$ cat config.mk
export PLATFORM = sky130hd
export DESIGN_NAME = video_calc_top
export DESIGN_NICKNAME = d
export VERILOG_FILES = /design/src/design/video_calc_pkg.sv /design/src/design/video_calc_top.sv /design/src/design/video_param_regs.sv /design/src/design/video_pixel_meter.sv /design/src/design/video_time_meter.sv
export SDC_FILE = /design/constraint.sdc
export NUM_CORES = 1
export LEC_CHECK = 0
export BUFFER_PORTS_ARGS = -buffer_cell sky130_fd_sc_hd__buf_4
export CAP_MARGIN = 20
export CORE_ASPECT_RATIO = 1.4
export CORE_UTILIZATION = 65
export DETAILED_ROUTE_END_ITERATION = 8
export PLACE_DENSITY = 0.82
export SETUP_SLACK_MARGIN = 0.05
export SLEW_MARGIN = 20
export SYNTH_ARGS = -nofsm -noshare
export SYNTH_HDL_FRONTEND = slang
export SYNTH_SLANG_ARGS = --single-unit
$ cat constraint.sdc
create_clock -name clk_100 -period 4.7 [get_ports clk_100]
set_input_delay 0.705 -clock clk_100 [delete_from_list [all_inputs] [get_ports clk_100]]
set_output_delay 0.705 -clock clk_100 [all_outputs]
set_load 0.02 [all_outputs]
$ cat src/design/video_calc_pkg.sv
//////////////////////////////////////////////////
// shared definitions for the video timing meter
// counter width, parameter numbers, meter states
//////////////////////////////////////////////////

package video_calc_pkg;

    // every measurement counter is one 32-bit word
    localparam int cnt_w = 32;

    // parameter numbers seen by the host on par_num
    // numbers outside this list read back as zero
    typedef enum logic [4:0] {
        PAR_NRES      = 5'd1,
        PAR_HCNT_LO   = 5'd2,
        PAR_HCNT_HI   = 5'd3,
        PAR_VCNT_LO   = 5'd4,
        PAR_VCNT_HI   = 5'd5,
        PAR_HTIME_LO  = 5'd6,
        PAR_HTIME_HI  = 5'd7,
        PAR_VTIME_LO  = 5'd8,
        PAR_VTIME_HI  = 5'd9,
        PAR_PIX_LO    = 5'd10,
        PAR_PIX_HI    = 5'd11,
        // pixel repetition and active area offsets
        PAR_PIXREP    = 5'd16,
        PAR_DE_H      = 5'd17,
        PAR_DE_V      = 5'd18
    } par_num_e;

    // pixel meter frame states
    // WAIT_VS only occurs until the first frame start after reset
    typedef enum logic [1:0] {
        MEAS_WAIT_VS = 2'd0,
        MEAS_COUNT   = 2'd1,
        MEAS_DONE    = 2'd2
    } meas_state_e;

endpackage

$ cat src/design/video_calc_top.sv
//////////////////////////////////////////////////
// video timing measurement top level
//////////////////////////////////////////////////

`timescale 1ns/100ps

module video_calc_top #(
    parameter int nres_hold = 15
) (
    input  logic        clk_100,
    input  logic        arst_n,
    input  logic        ce_pix,
    input  logic        de,
    input  logic        hs,
    input  logic        vs,
    input  logic        new_vmode,
    input  logic        rd_strobe,
    input  logic [4:0]  par_num,
    output logic [15:0] dout,
    output logic        dout_valid
);

    logic [video_calc_pkg::cnt_w-1:0] hcnt, vcnt;
    logic [video_calc_pkg::cnt_w-1:0] htime, vtime, pix;
    logic [7:0]                      pixrep, de_v, nres;
    logic [15:0]                     de_h;

    // pixel-rate measurements, qualified by ce_pix
    video_pixel_meter #(
        .nres_hold (nres_hold)
    ) u_pixel_meter (
        .clk_100   (clk_100),
        .arst_n    (arst_n),
        .ce_pix    (ce_pix),
        .de        (de),
        .hs        (hs),
        .vs        (vs),
        .new_vmode (new_vmode),
        .hcnt      (hcnt),
        .vcnt      (vcnt),
        .pixrep    (pixrep),
        .de_h      (de_h),
        .de_v      (de_v),
        .nres      (nres)
    );

    // periods on the free-running 100 MHz base
    video_time_meter u_time_meter (
        .clk_100 (clk_100),
        .arst_n  (arst_n),
        .de      (de),
        .hs      (hs),
        .vs      (vs),
        .htime   (htime),
        .vtime   (vtime),
        .pix     (pix)
    );

    video_param_regs u_param_regs (
        .clk_100    (clk_100),
        .arst_n     (arst_n),
        .rd_strobe  (rd_strobe),
        .par_num    (par_num),
        .hcnt       (hcnt),
        .vcnt       (vcnt),
        .pixrep     (pixrep),
        .de_h       (de_h),
        .de_v       (de_v),
        .nres       (nres),
        .htime      (htime),
        .vtime      (vtime),
        .pix        (pix),
        .dout       (dout),
        .dout_valid (dout_valid)
    );

endmodule

$ cat src/design/video_param_regs.sv
//////////////////////////////////////////////////
// host read port, one 16-bit half per par_num
//////////////////////////////////////////////////

`timescale 1ns/100ps

module video_param_regs (
    input  logic                            clk_100,
    input  logic                            arst_n,
    input  logic                            rd_strobe,
    input  logic [4:0]                      par_num,
    input  logic [video_calc_pkg::cnt_w-1:0] hcnt,
    input  logic [video_calc_pkg::cnt_w-1:0] vcnt,
    input  logic [7:0]                      pixrep,
    input  logic [15:0]                     de_h,
    input  logic [7:0]                      de_v,
    input  logic [7:0]                      nres,
    input  logic [video_calc_pkg::cnt_w-1:0] htime,
    input  logic [video_calc_pkg::cnt_w-1:0] vtime,
    input  logic [video_calc_pkg::cnt_w-1:0] pix,
    output logic [15:0]                     dout,
    output logic                            dout_valid
);

    logic [15:0] sel;

    // read mux, unknown numbers give zero
    always_comb begin
        case (video_calc_pkg::par_num_e'(par_num))
            video_calc_pkg::PAR_NRES:     sel = {8'h00, nres};
            video_calc_pkg::PAR_HCNT_LO:  sel = hcnt[15:0];
            video_calc_pkg::PAR_HCNT_HI:  sel = hcnt[31:16];
            video_calc_pkg::PAR_VCNT_LO:  sel = vcnt[15:0];
            video_calc_pkg::PAR_VCNT_HI:  sel = vcnt[31:16];
            video_calc_pkg::PAR_HTIME_LO: sel = htime[15:0];
            video_calc_pkg::PAR_HTIME_HI: sel = htime[31:16];
            video_calc_pkg::PAR_VTIME_LO: sel = vtime[15:0];
            video_calc_pkg::PAR_VTIME_HI: sel = vtime[31:16];
            video_calc_pkg::PAR_PIX_LO:   sel = pix[15:0];
            video_calc_pkg::PAR_PIX_HI:   sel = pix[31:16];
            video_calc_pkg::PAR_PIXREP:   sel = {8'h00, pixrep};
            video_calc_pkg::PAR_DE_H:     sel = de_h;
            video_calc_pkg::PAR_DE_V:     sel = {8'h00, de_v};
            default:                      sel = 16'h0000;
        endcase
    end

    //////////////////////////////////////////////////
    // one result per strobe, always on the following cycle
    always_ff @(posedge clk_100 or negedge arst_n) begin
        if (!arst_n) begin
            dout_valid <= 1'b0;
            dout       <= 16'h0000;
        end else begin
            dout_valid <= rd_strobe;
            if (rd_strobe) begin
                dout <= sel;
            end
        end
    end

endmodule

$ cat src/design/video_pixel_meter.sv
//////////////////////////////////////////////////
// per-frame pixel meter on ce_pix: active size,
// pixel repetition, active offsets, mode changes
//////////////////////////////////////////////////

`timescale 1ns/100ps

module video_pixel_meter #(
    parameter int nres_hold = 15
) (
    input  logic                            clk_100,
    input  logic                            arst_n,
    input  logic                            ce_pix,
    input  logic                            de,
    input  logic                            hs,
    input  logic                            vs,
    input  logic                            new_vmode,
    output logic [video_calc_pkg::cnt_w-1:0] hcnt,
    output logic [video_calc_pkg::cnt_w-1:0] vcnt,
    output logic [7:0]                      pixrep,
    output logic [15:0]                     de_h,
    output logic [7:0]                      de_v,
    output logic [7:0]                      nres
);

    localparam int hold_w = $clog2(nres_hold + 1);

    video_calc_pkg::meas_state_e meas_state;

    logic                            old_vs, old_hs, old_de;
    logic                            hs_d, de_d;
    logic                            vs_fall, vs_rise, hs_fall_ce, de_rise_ce;
    logic                            hs_fall, de_rise;
    logic [video_calc_pkg::cnt_w-1:0] hcnt_cur, vcnt_cur;
    logic [7:0]                      pcnt, pixrep_cur;
    logic [15:0]                     de_h_run, de_h_cur;
    logic [7:0]                      de_v_run, de_v_cur;
    logic                            first_h, first_v;
    logic                            old_vmode, changed;
    logic [hold_w-1:0]               stab_cnt;

    //////////////////////////////////////////////////
    // edges seen at the pixel rate and at clk_100
    assign vs_fall    = ce_pix & old_vs & ~vs;
    assign vs_rise    = ce_pix & ~old_vs & vs;
    assign hs_fall_ce = ce_pix & old_hs & ~hs;
    assign de_rise_ce = ce_pix & ~old_de & de;
    assign hs_fall    = hs_d & ~hs;
    assign de_rise    = ~de_d & de;

    always_ff @(posedge clk_100 or negedge arst_n) begin
        if (!arst_n) begin
            old_vs   <= 1'b0;
            old_hs   <= 1'b0;
            old_de   <= 1'b0;
            hs_d     <= 1'b0;
            de_d     <= 1'b0;
            pcnt     <= 8'd0;
            de_h_run <= 16'd0;
        end else begin
            hs_d <= hs;
            de_d <= de;
            // pcnt holds the clk_100 distance between ce_pix pulses
            pcnt <= ce_pix ? 8'd1 : pcnt + 8'd1;
            de_h_run <= hs_fall ? 16'd1 : de_h_run + 16'd1;
            if (ce_pix) begin
                old_vs <= vs;
                old_hs <= hs;
                old_de <= de;
            end
        end
    end

    //////////////////////////////////////////////////
    // frame FSM, counting ends at the vs rise after the active area
    always_ff @(posedge clk_100 or negedge arst_n) begin
        if (!arst_n) begin
            meas_state <= video_calc_pkg::MEAS_WAIT_VS;
        end else begin
            case (meas_state)
                video_calc_pkg::MEAS_WAIT_VS:
                    if (vs_fall) meas_state <= video_calc_pkg::MEAS_COUNT;
                video_calc_pkg::MEAS_COUNT:
                    if (vs_rise) meas_state <= video_calc_pkg::MEAS_DONE;
                video_calc_pkg::MEAS_DONE:
                    if (vs_fall) meas_state <= video_calc_pkg::MEAS_COUNT;
                default:
                    meas_state <= video_calc_pkg::MEAS_WAIT_VS;
            endcase
        end
    end

    // working counts for the frame in progress
    always_ff @(posedge clk_100 or negedge arst_n) begin
        if (!arst_n) begin
            hcnt_cur   <= '0;
            vcnt_cur   <= '0;
            pixrep_cur <= 8'd0;
            de_h_cur   <= 16'd0;
            de_v_run   <= 8'd0;
            de_v_cur   <= 8'd0;
            first_h    <= 1'b0;
            first_v    <= 1'b0;
        end else if (vs_fall) begin
            hcnt_cur <= '0;
            vcnt_cur <= '0;
            de_v_run <= 8'd0;
            first_h  <= 1'b1;
            first_v  <= 1'b1;
        end else if (meas_state == video_calc_pkg::MEAS_COUNT) begin
            if (ce_pix && de) begin
                hcnt_cur   <= hcnt_cur + 1'b1;
                pixrep_cur <= pcnt;
            end
            if (de_rise_ce) vcnt_cur <= vcnt_cur + 1'b1;
            if (hs_fall_ce) de_v_run <= de_v_run + 8'd1;
            // offsets are taken from the first active line only
            if (de_rise_ce && first_v) begin
                de_v_cur <= de_v_run;
                first_v  <= 1'b0;
            end
            if (de_rise && first_h) begin
                de_h_cur <= de_h_run;
                first_h  <= 1'b0;
            end
        end
    end

    //////////////////////////////////////////////////
    // publish at frame start and track mode stability
    assign changed = (hcnt_cur != hcnt) || (vcnt_cur != vcnt) || (new_vmode != old_vmode);

    always_ff @(posedge clk_100 or negedge arst_n) begin
        if (!arst_n) begin
            hcnt      <= '0;
            vcnt      <= '0;
            pixrep    <= 8'd0;
            de_h      <= 16'd0;
            de_v      <= 8'd0;
            nres      <= 8'd0;
            old_vmode <= 1'b0;
            stab_cnt  <= '0;
        end else if (vs_fall && meas_state == video_calc_pkg::MEAS_DONE &&
                     hcnt_cur != '0 && vcnt_cur != '0) begin
            hcnt      <= hcnt_cur;
            vcnt      <= vcnt_cur;
            pixrep    <= pixrep_cur;
            de_h      <= de_h_cur;
            de_v      <= de_v_cur;
            old_vmode <= new_vmode;
            // a new mode is reported once it has held for nres_hold frames
            if (changed) begin
                stab_cnt <= hold_w'(1);
            end else if (stab_cnt != '0) begin
                if (stab_cnt == hold_w'(nres_hold)) begin
                    nres     <= nres + 8'd1;
                    stab_cnt <= '0;
                end else begin
                    stab_cnt <= stab_cnt + 1'b1;
                end
            end
        end
    end

endmodule

$ cat src/design/video_time_meter.sv
//////////////////////////////////////////////////
// line and frame periods in clk_100 cycles, and
// active pixels per frame counted on the time base
//////////////////////////////////////////////////

`timescale 1ns/100ps

module video_time_meter (
    input  logic                            clk_100,
    input  logic                            arst_n,
    input  logic                            de,
    input  logic                            hs,
    input  logic                            vs,
    output logic [video_calc_pkg::cnt_w-1:0] htime,
    output logic [video_calc_pkg::cnt_w-1:0] vtime,
    output logic [video_calc_pkg::cnt_w-1:0] pix
);

    logic                            vs_d1, vs_d2;
    logic                            hs_d1, hs_d2;
    logic                            de_d1, de_d2;
    logic                            vs_rise, vs_fall, hs_rise;
    logic                            calc;
    logic [video_calc_pkg::cnt_w-1:0] htime_run, vtime_run, pix_run;

    // two-stage delay line on the syncs
    always_ff @(posedge clk_100 or negedge arst_n) begin
        if (!arst_n) begin
            vs_d1 <= 1'b0;
            vs_d2 <= 1'b0;
            hs_d1 <= 1'b0;
            hs_d2 <= 1'b0;
            de_d1 <= 1'b0;
            de_d2 <= 1'b0;
        end else begin
            vs_d1 <= vs;
            vs_d2 <= vs_d1;
            hs_d1 <= hs;
            hs_d2 <= hs_d1;
            de_d1 <= de;
            de_d2 <= de_d1;
        end
    end

    assign vs_rise = vs_d1 & ~vs_d2;
    assign vs_fall = vs_d2 & ~vs_d1;
    assign hs_rise = hs_d1 & ~hs_d2;

    //////////////////////////////////////////////////
    // free-running timers, latched and restarted on each rising edge
    always_ff @(posedge clk_100 or negedge arst_n) begin
        if (!arst_n) begin
            htime_run <= '0;
            vtime_run <= '0;
            pix_run   <= '0;
            htime     <= '0;
            vtime     <= '0;
            pix       <= '0;
            calc      <= 1'b0;
        end else begin
            htime_run <= htime_run + 1'b1;
            vtime_run <= vtime_run + 1'b1;
            // de is ignored until a whole frame is in view
            if (vs_fall) calc <= 1'b1;
            if (calc && de_d2) pix_run <= pix_run + 1'b1;

            // restart at 1 so the latched value is the full period
            if (hs_rise) begin
                htime     <= htime_run;
                htime_run <= video_calc_pkg::cnt_w'(1);
            end
            if (vs_rise) begin
                vtime     <= vtime_run;
                pix       <= pix_run;
                vtime_run <= video_calc_pkg::cnt_w'(1);
                pix_run   <= '0;
            end
        end
    end

endmodule

# After elaboration in Yosys (flattened, before gate mapping)
# Index checks and enable logic that the tools add are counted.
# totals
output_inout_bits	17
in_bits	13
elab_cells	153
reg_bits	460
# op_classes
n_reduce_logical	33
mux	28
addsub	10
bitwise_logic	23
eq_ne	22
# op_table
cell	count
$mux 32	10
$pmux 16 s14	1
$add 32x1->32 const B	5
$ne 32x32->1	2
$reduce_bool 32->1	2
$mux 8	4
$add 8x1->8 const B	3
$eq 5x3->1 const B	4
$eq 5x4->1 const B	4
$add 16x1->16 const B	1
$mux 16	1
$reduce_bool 2->1	8
$eq 5x5->1 const B	3
$reduce_and 2->1	7
$and 1x1->1	13
$mux 4	3
$eq 5x2->1 const B	2
$not 1->1	10
$reduce_and 3->1	3
$logic_and 1x1->1	7
$mux 1	6
$eq 5x1->1 const B	1
$add 4x1->4 const B	1
$eq 4x4->1 const B	1
11 further kinds	14

# Logic depth before layout (Yosys ltp)
# depth
word_depth	7
depth_mapped	10
ltp_nobuf	8

# Cells and area by module
# From an unflattened synthesis, not the netlist that was laid out.
# hier_totals
cells_unflattened	2180
hier_area_um2	22093.7
# modules_own_cells
module	cells_per_inst	seq_area_each_um2	area_per_inst_um2	n_inst
video_pixel_meter	994	6155.9	11254.5	1
video_time_meter	942	4979.8	8742.1	1
video_param_regs	244	425.4	2097.0	1

# Least setup slack after synthesis
# OpenSTA, ideal clock, no wires.
# synth_timing
kind	input-to-reg
from	input ce_pix
to	register u_pixel_meter.nres[1]
setup_slack_ps	2341
n_path_buf	1
stages	7
arrival_ps	2231
setup_ps	127
t_required_ps	4573
cell_sequence	buf_2 -> inv_1 -> nor3_2 -> o211ai_1 -> nand4bb_1 -> or2_1 -> mux2_1
# synth_via
elab_chain_len	6
# synth_lines
item	line	rtl
start: declaration	video_calc_top.sv:12	input logic ce_pix,
$and 1x1->1 (2 in a row)	video_pixel_meter.sv:44	assign vs_fall = ce_pix & old_vs & ~vs;
$logic_and 1x1->1 (2 in a row)	video_pixel_meter.sv:143	end else if (vs_fall && meas_state == video_calc_pkg::MEAS_DONE &&
$logic_and 1x1->1	video_pixel_meter.sv:144	hcnt_cur != '0 && vcnt_cur != '0) begin
$reduce_and 4->1 (no line)	--	
end signal: assignment	video_pixel_meter.sv:156	nres <= nres + 8'd1;
end: declaration	video_pixel_meter.sv:23	output logic [7:0] nres
# No other way between the ends.
# A chain may end at the register's enable or synchronous reset.

# Final worst setup path
# layout_timing
from	register u_pixel_meter.hcnt_cur[24] (netlist bit)
to	register u_pixel_meter.nres[1]
# layout_via
elab_chain_len	5
word_cells_on_any_way	8
classes_between	eq/ne (1); bitwise (1); reduce/logical (6)
# layout_lines
item	line	rtl
start: declaration	video_pixel_meter.sv:34	logic [video_calc_pkg::cnt_w-1:0] hcnt_cur, vcnt_cur;
start signal: assignment	video_pixel_meter.sv:112	hcnt_cur <= hcnt_cur + 1'b1;
$ne 32x32->1	video_pixel_meter.sv:131	assign changed = (hcnt_cur != hcnt) || (vcnt_cur != vcnt) || (new_vmode != old_vmode);
$logic_or 1x1->1 (2 in a row)	video_pixel_meter.sv:131	
$not 1->1 (no line)	--	
$reduce_and 4->1 (no line) *	--	
# Mark *: on every way between the ends. The rest lies on a longest branch, timed or not.

==> run summary <==
Die Y = 216.8 um
Total Power = 9.074 mW
drt drc = 0
RSZ-0062 raised after global routing = false
share of the synthesized area in the top cell type = 0.5376
Power Density = 384.5 nW/um^2
Antenna Nets Post-Route = 0
Critical path origin = u_pixel_meter.hcnt_cur[24]
fmax = 349.5 MHz
H-tree depth = 2
number of core rows = 78
Max stage delay cell, worst path = nor4_1
R2R Setup Slk = 1.84 ns
syn nets = 2002
core outline area = 32400 um^2
post-cts resize count = 0
synthesized area per cell = 10.84 um^2
Final #Nets = 1992
HP Class = primary input to async pin
crit end category = flop
Syn. warnings = 0
Setup crit end = u_pixel_meter.nres[1]
Worst-path clk slew = 0.06 ns
ANT cells = 0
Critical path buffers and inverters = 0
final worst slack = 1.839 ns
Post-synth EDFFs = 0
Slew @ Worst Pin = 0.9678 ns
Worst setup SP type = flop
Setup TNS = 0 ns
Post-synth ARST share = 1.000
cts bufs inserted = 45
top post-synthesis cells by area = dfrtp_1 (54%), xnor2_1 (5.8%), mux2_2 (5.8%)
P_leak = 11.03 nW
main flop type after synthesis = dfrtp_1
Post-synth top cells = dfrtp_1 (460), nor2_1 (188), nand2_1 (180)
Final Hold Viols = 0
Slew HR = 0.3489
initial antenna violation count = 0
post-DP HPWL = 38940 um
Seq/Total Area, Yosys = 0.5376
setup slack at placement = 1.679 ns
crit path DAT = 3.31 ns
width of the die = 155.4 um
status = complete, no violations
TritonRoute pass-1 iters = 6
DR vias/cell = 6.373
via count = 15560
initial DRC count = 1760
Layout area overhead = 10.22%
Initial Util = 0.6609
CP Cell Sequence = xnor2_1 > nand4_1 > nor4_1 > nand4bb_1 > or2_1 > mux2_1
number of buffers added for setup after CTS = 0
worst hold margin = 0.1793 ns
pin count of the biggest net entering global routing = 116
WL/cell = 22.99 um
CTS tree = built
share of cells above drive strength 1 = 0.1239
gpl congestion = 0.9384
Synth Register Bits = 460
Port Buf Inserts = 29
Max IR drop VDD = 0.3279 mV
CP Max Fanout = 8
clk sink count = 460
most common cell in the netlist = dfrtp_1
clock skew = 0.02474 ns
DIE AREA = 33680 um^2
slowest cell delay on critical path = 0.68 ns
Hold-fix buffers, CTS = 0
Synth Instances = 1976
root buffer cell = clkbuf_16
Global Route Usage Sum = 0.3456
first-pass GRT wire length = 88270 um
worst r2r src = u_pixel_meter.hcnt_cur[24]
Clock Tree Buf Depth = 3
Worst-Skew Late Latency = 0.57 ns
post-synthesis cell area = 21410 um^2
cell family with most CP delay = simple AND/OR/NAND/NOR gates
Routed WL = 56140 um
number of I/O pins = 30
r2r worst-path depth = 6
Distinct cells, synth = 57
CP required = 5.15 ns
Crit Path Category = flop to flop
Slew Limit Fails = 0
Final Non-Filler Cells = 2442
Reg-to-Reg End = u_pixel_meter.nres[1]
Finish-stage setup viols = 0
GRT Residual Overflow = 0
Tmin final = 2.861 ns
Placed Cells incl. Taps = 2357
Worst path depth = 6
leading area contributor after synthesis = dfrtp_1
fill count = 2235
final period utilization = 0.6087
max cap viols = 0
vias in the first global route = 15280
-- layer usage --
metal,track usage,wire (um),part of all wire
met3,0.05456,4005,0.071
met5,0,0,0
met2,0.5638,27390,0.49
met1,0.4404,21060,0.38
met4,0.1977,3687,0.066
-- worst min-delay path by stage --
stage | slack [ns] | to | depth (start not counted) | from
finish | 0.18 | u_pixel_meter.hcnt_cur[2] | 1 | arst_n
global route | 0.27 | u_time_meter.de_d1 | 1 | de
CTS | 0.26 | u_param_regs.dout[8] | 1 | arst_n
detailed placement | 0.42 | u_time_meter.de_d2 | 0 | u_time_meter.de_d1
global placement | 0.43 | u_time_meter.de_d2 | 0 | u_time_meter.de_d1
floorplan | 0.35 | u_time_meter.vs_d2 | 0 | u_time_meter.vs_d1
-- area by class of cell --
cell class / instances / area (um^2) / share of cell area
repair buffers: 42 / 414.1 / 0.01755
inverters: 57 / 214.0 / 0.009065
clock buffers: 60 / 1305 / 0.05529
multi-input cells: 1360 / 9303 / 0.3942
flip-flops and latches: 460 / 11510 / 0.4877
well taps: 440 / 550.5 / 0.02333
clock inverters: 23 / 304.0 / 0.01288
-- power by group --
group | switching [mW] | internal [mW]
registers | 0.227 | 4.16
clock network | 1.58 | 2.34
logic | 0.470 | 0.292
total | 2.28 | 6.80
-- placed cells by master, fill, tap and decap left out, drive strengths merged, types with 7 or more instances in the layout --
master / count
xnor2: 143
clkbuf: 60
buf: 42
and2: 24
nand4: 60
nor3: 45
and4: 14
dfrtp: 460
inv: 58
o21ai: 43
xor2: 82
nor2: 188
bufinv: 7
nand2: 180
o22ai: 16
nor4: 31
nand3: 78
nor2b: 11
a22oi: 82
mux2: 195
ha: 13
and3: 41
a21oi: 33
clkinv: 14
or3: 27
-- per-stage QoR --
| stage | utilization | cell area [um^2] |
|---|---|---|
| finish | 0.7284 | 23600 |
| global route | 0.7284 | 23600 |
| CTS | 0.7274 | 23570 |
| detailed placement | 0.6777 | 21960 |
| global placement | 0.6777 | 21960 |
| floorplan | - | 21410 |
-- kinds of logic after synthesis --
| family | share of synthesized area |
|---|---|
| buffers and inverters | 0.02945 |
| muxes | 0.1025 |
| xor gates and xnor gates | 0.09203 |
| DFF | 0.5376 |
| AOI/OAI and AO/OA | 0.06211 |
| and+or+nand+nor | 0.1687 |
| adders and majority gates | 0.007596 |
Power figures use the tool's default switching activity.
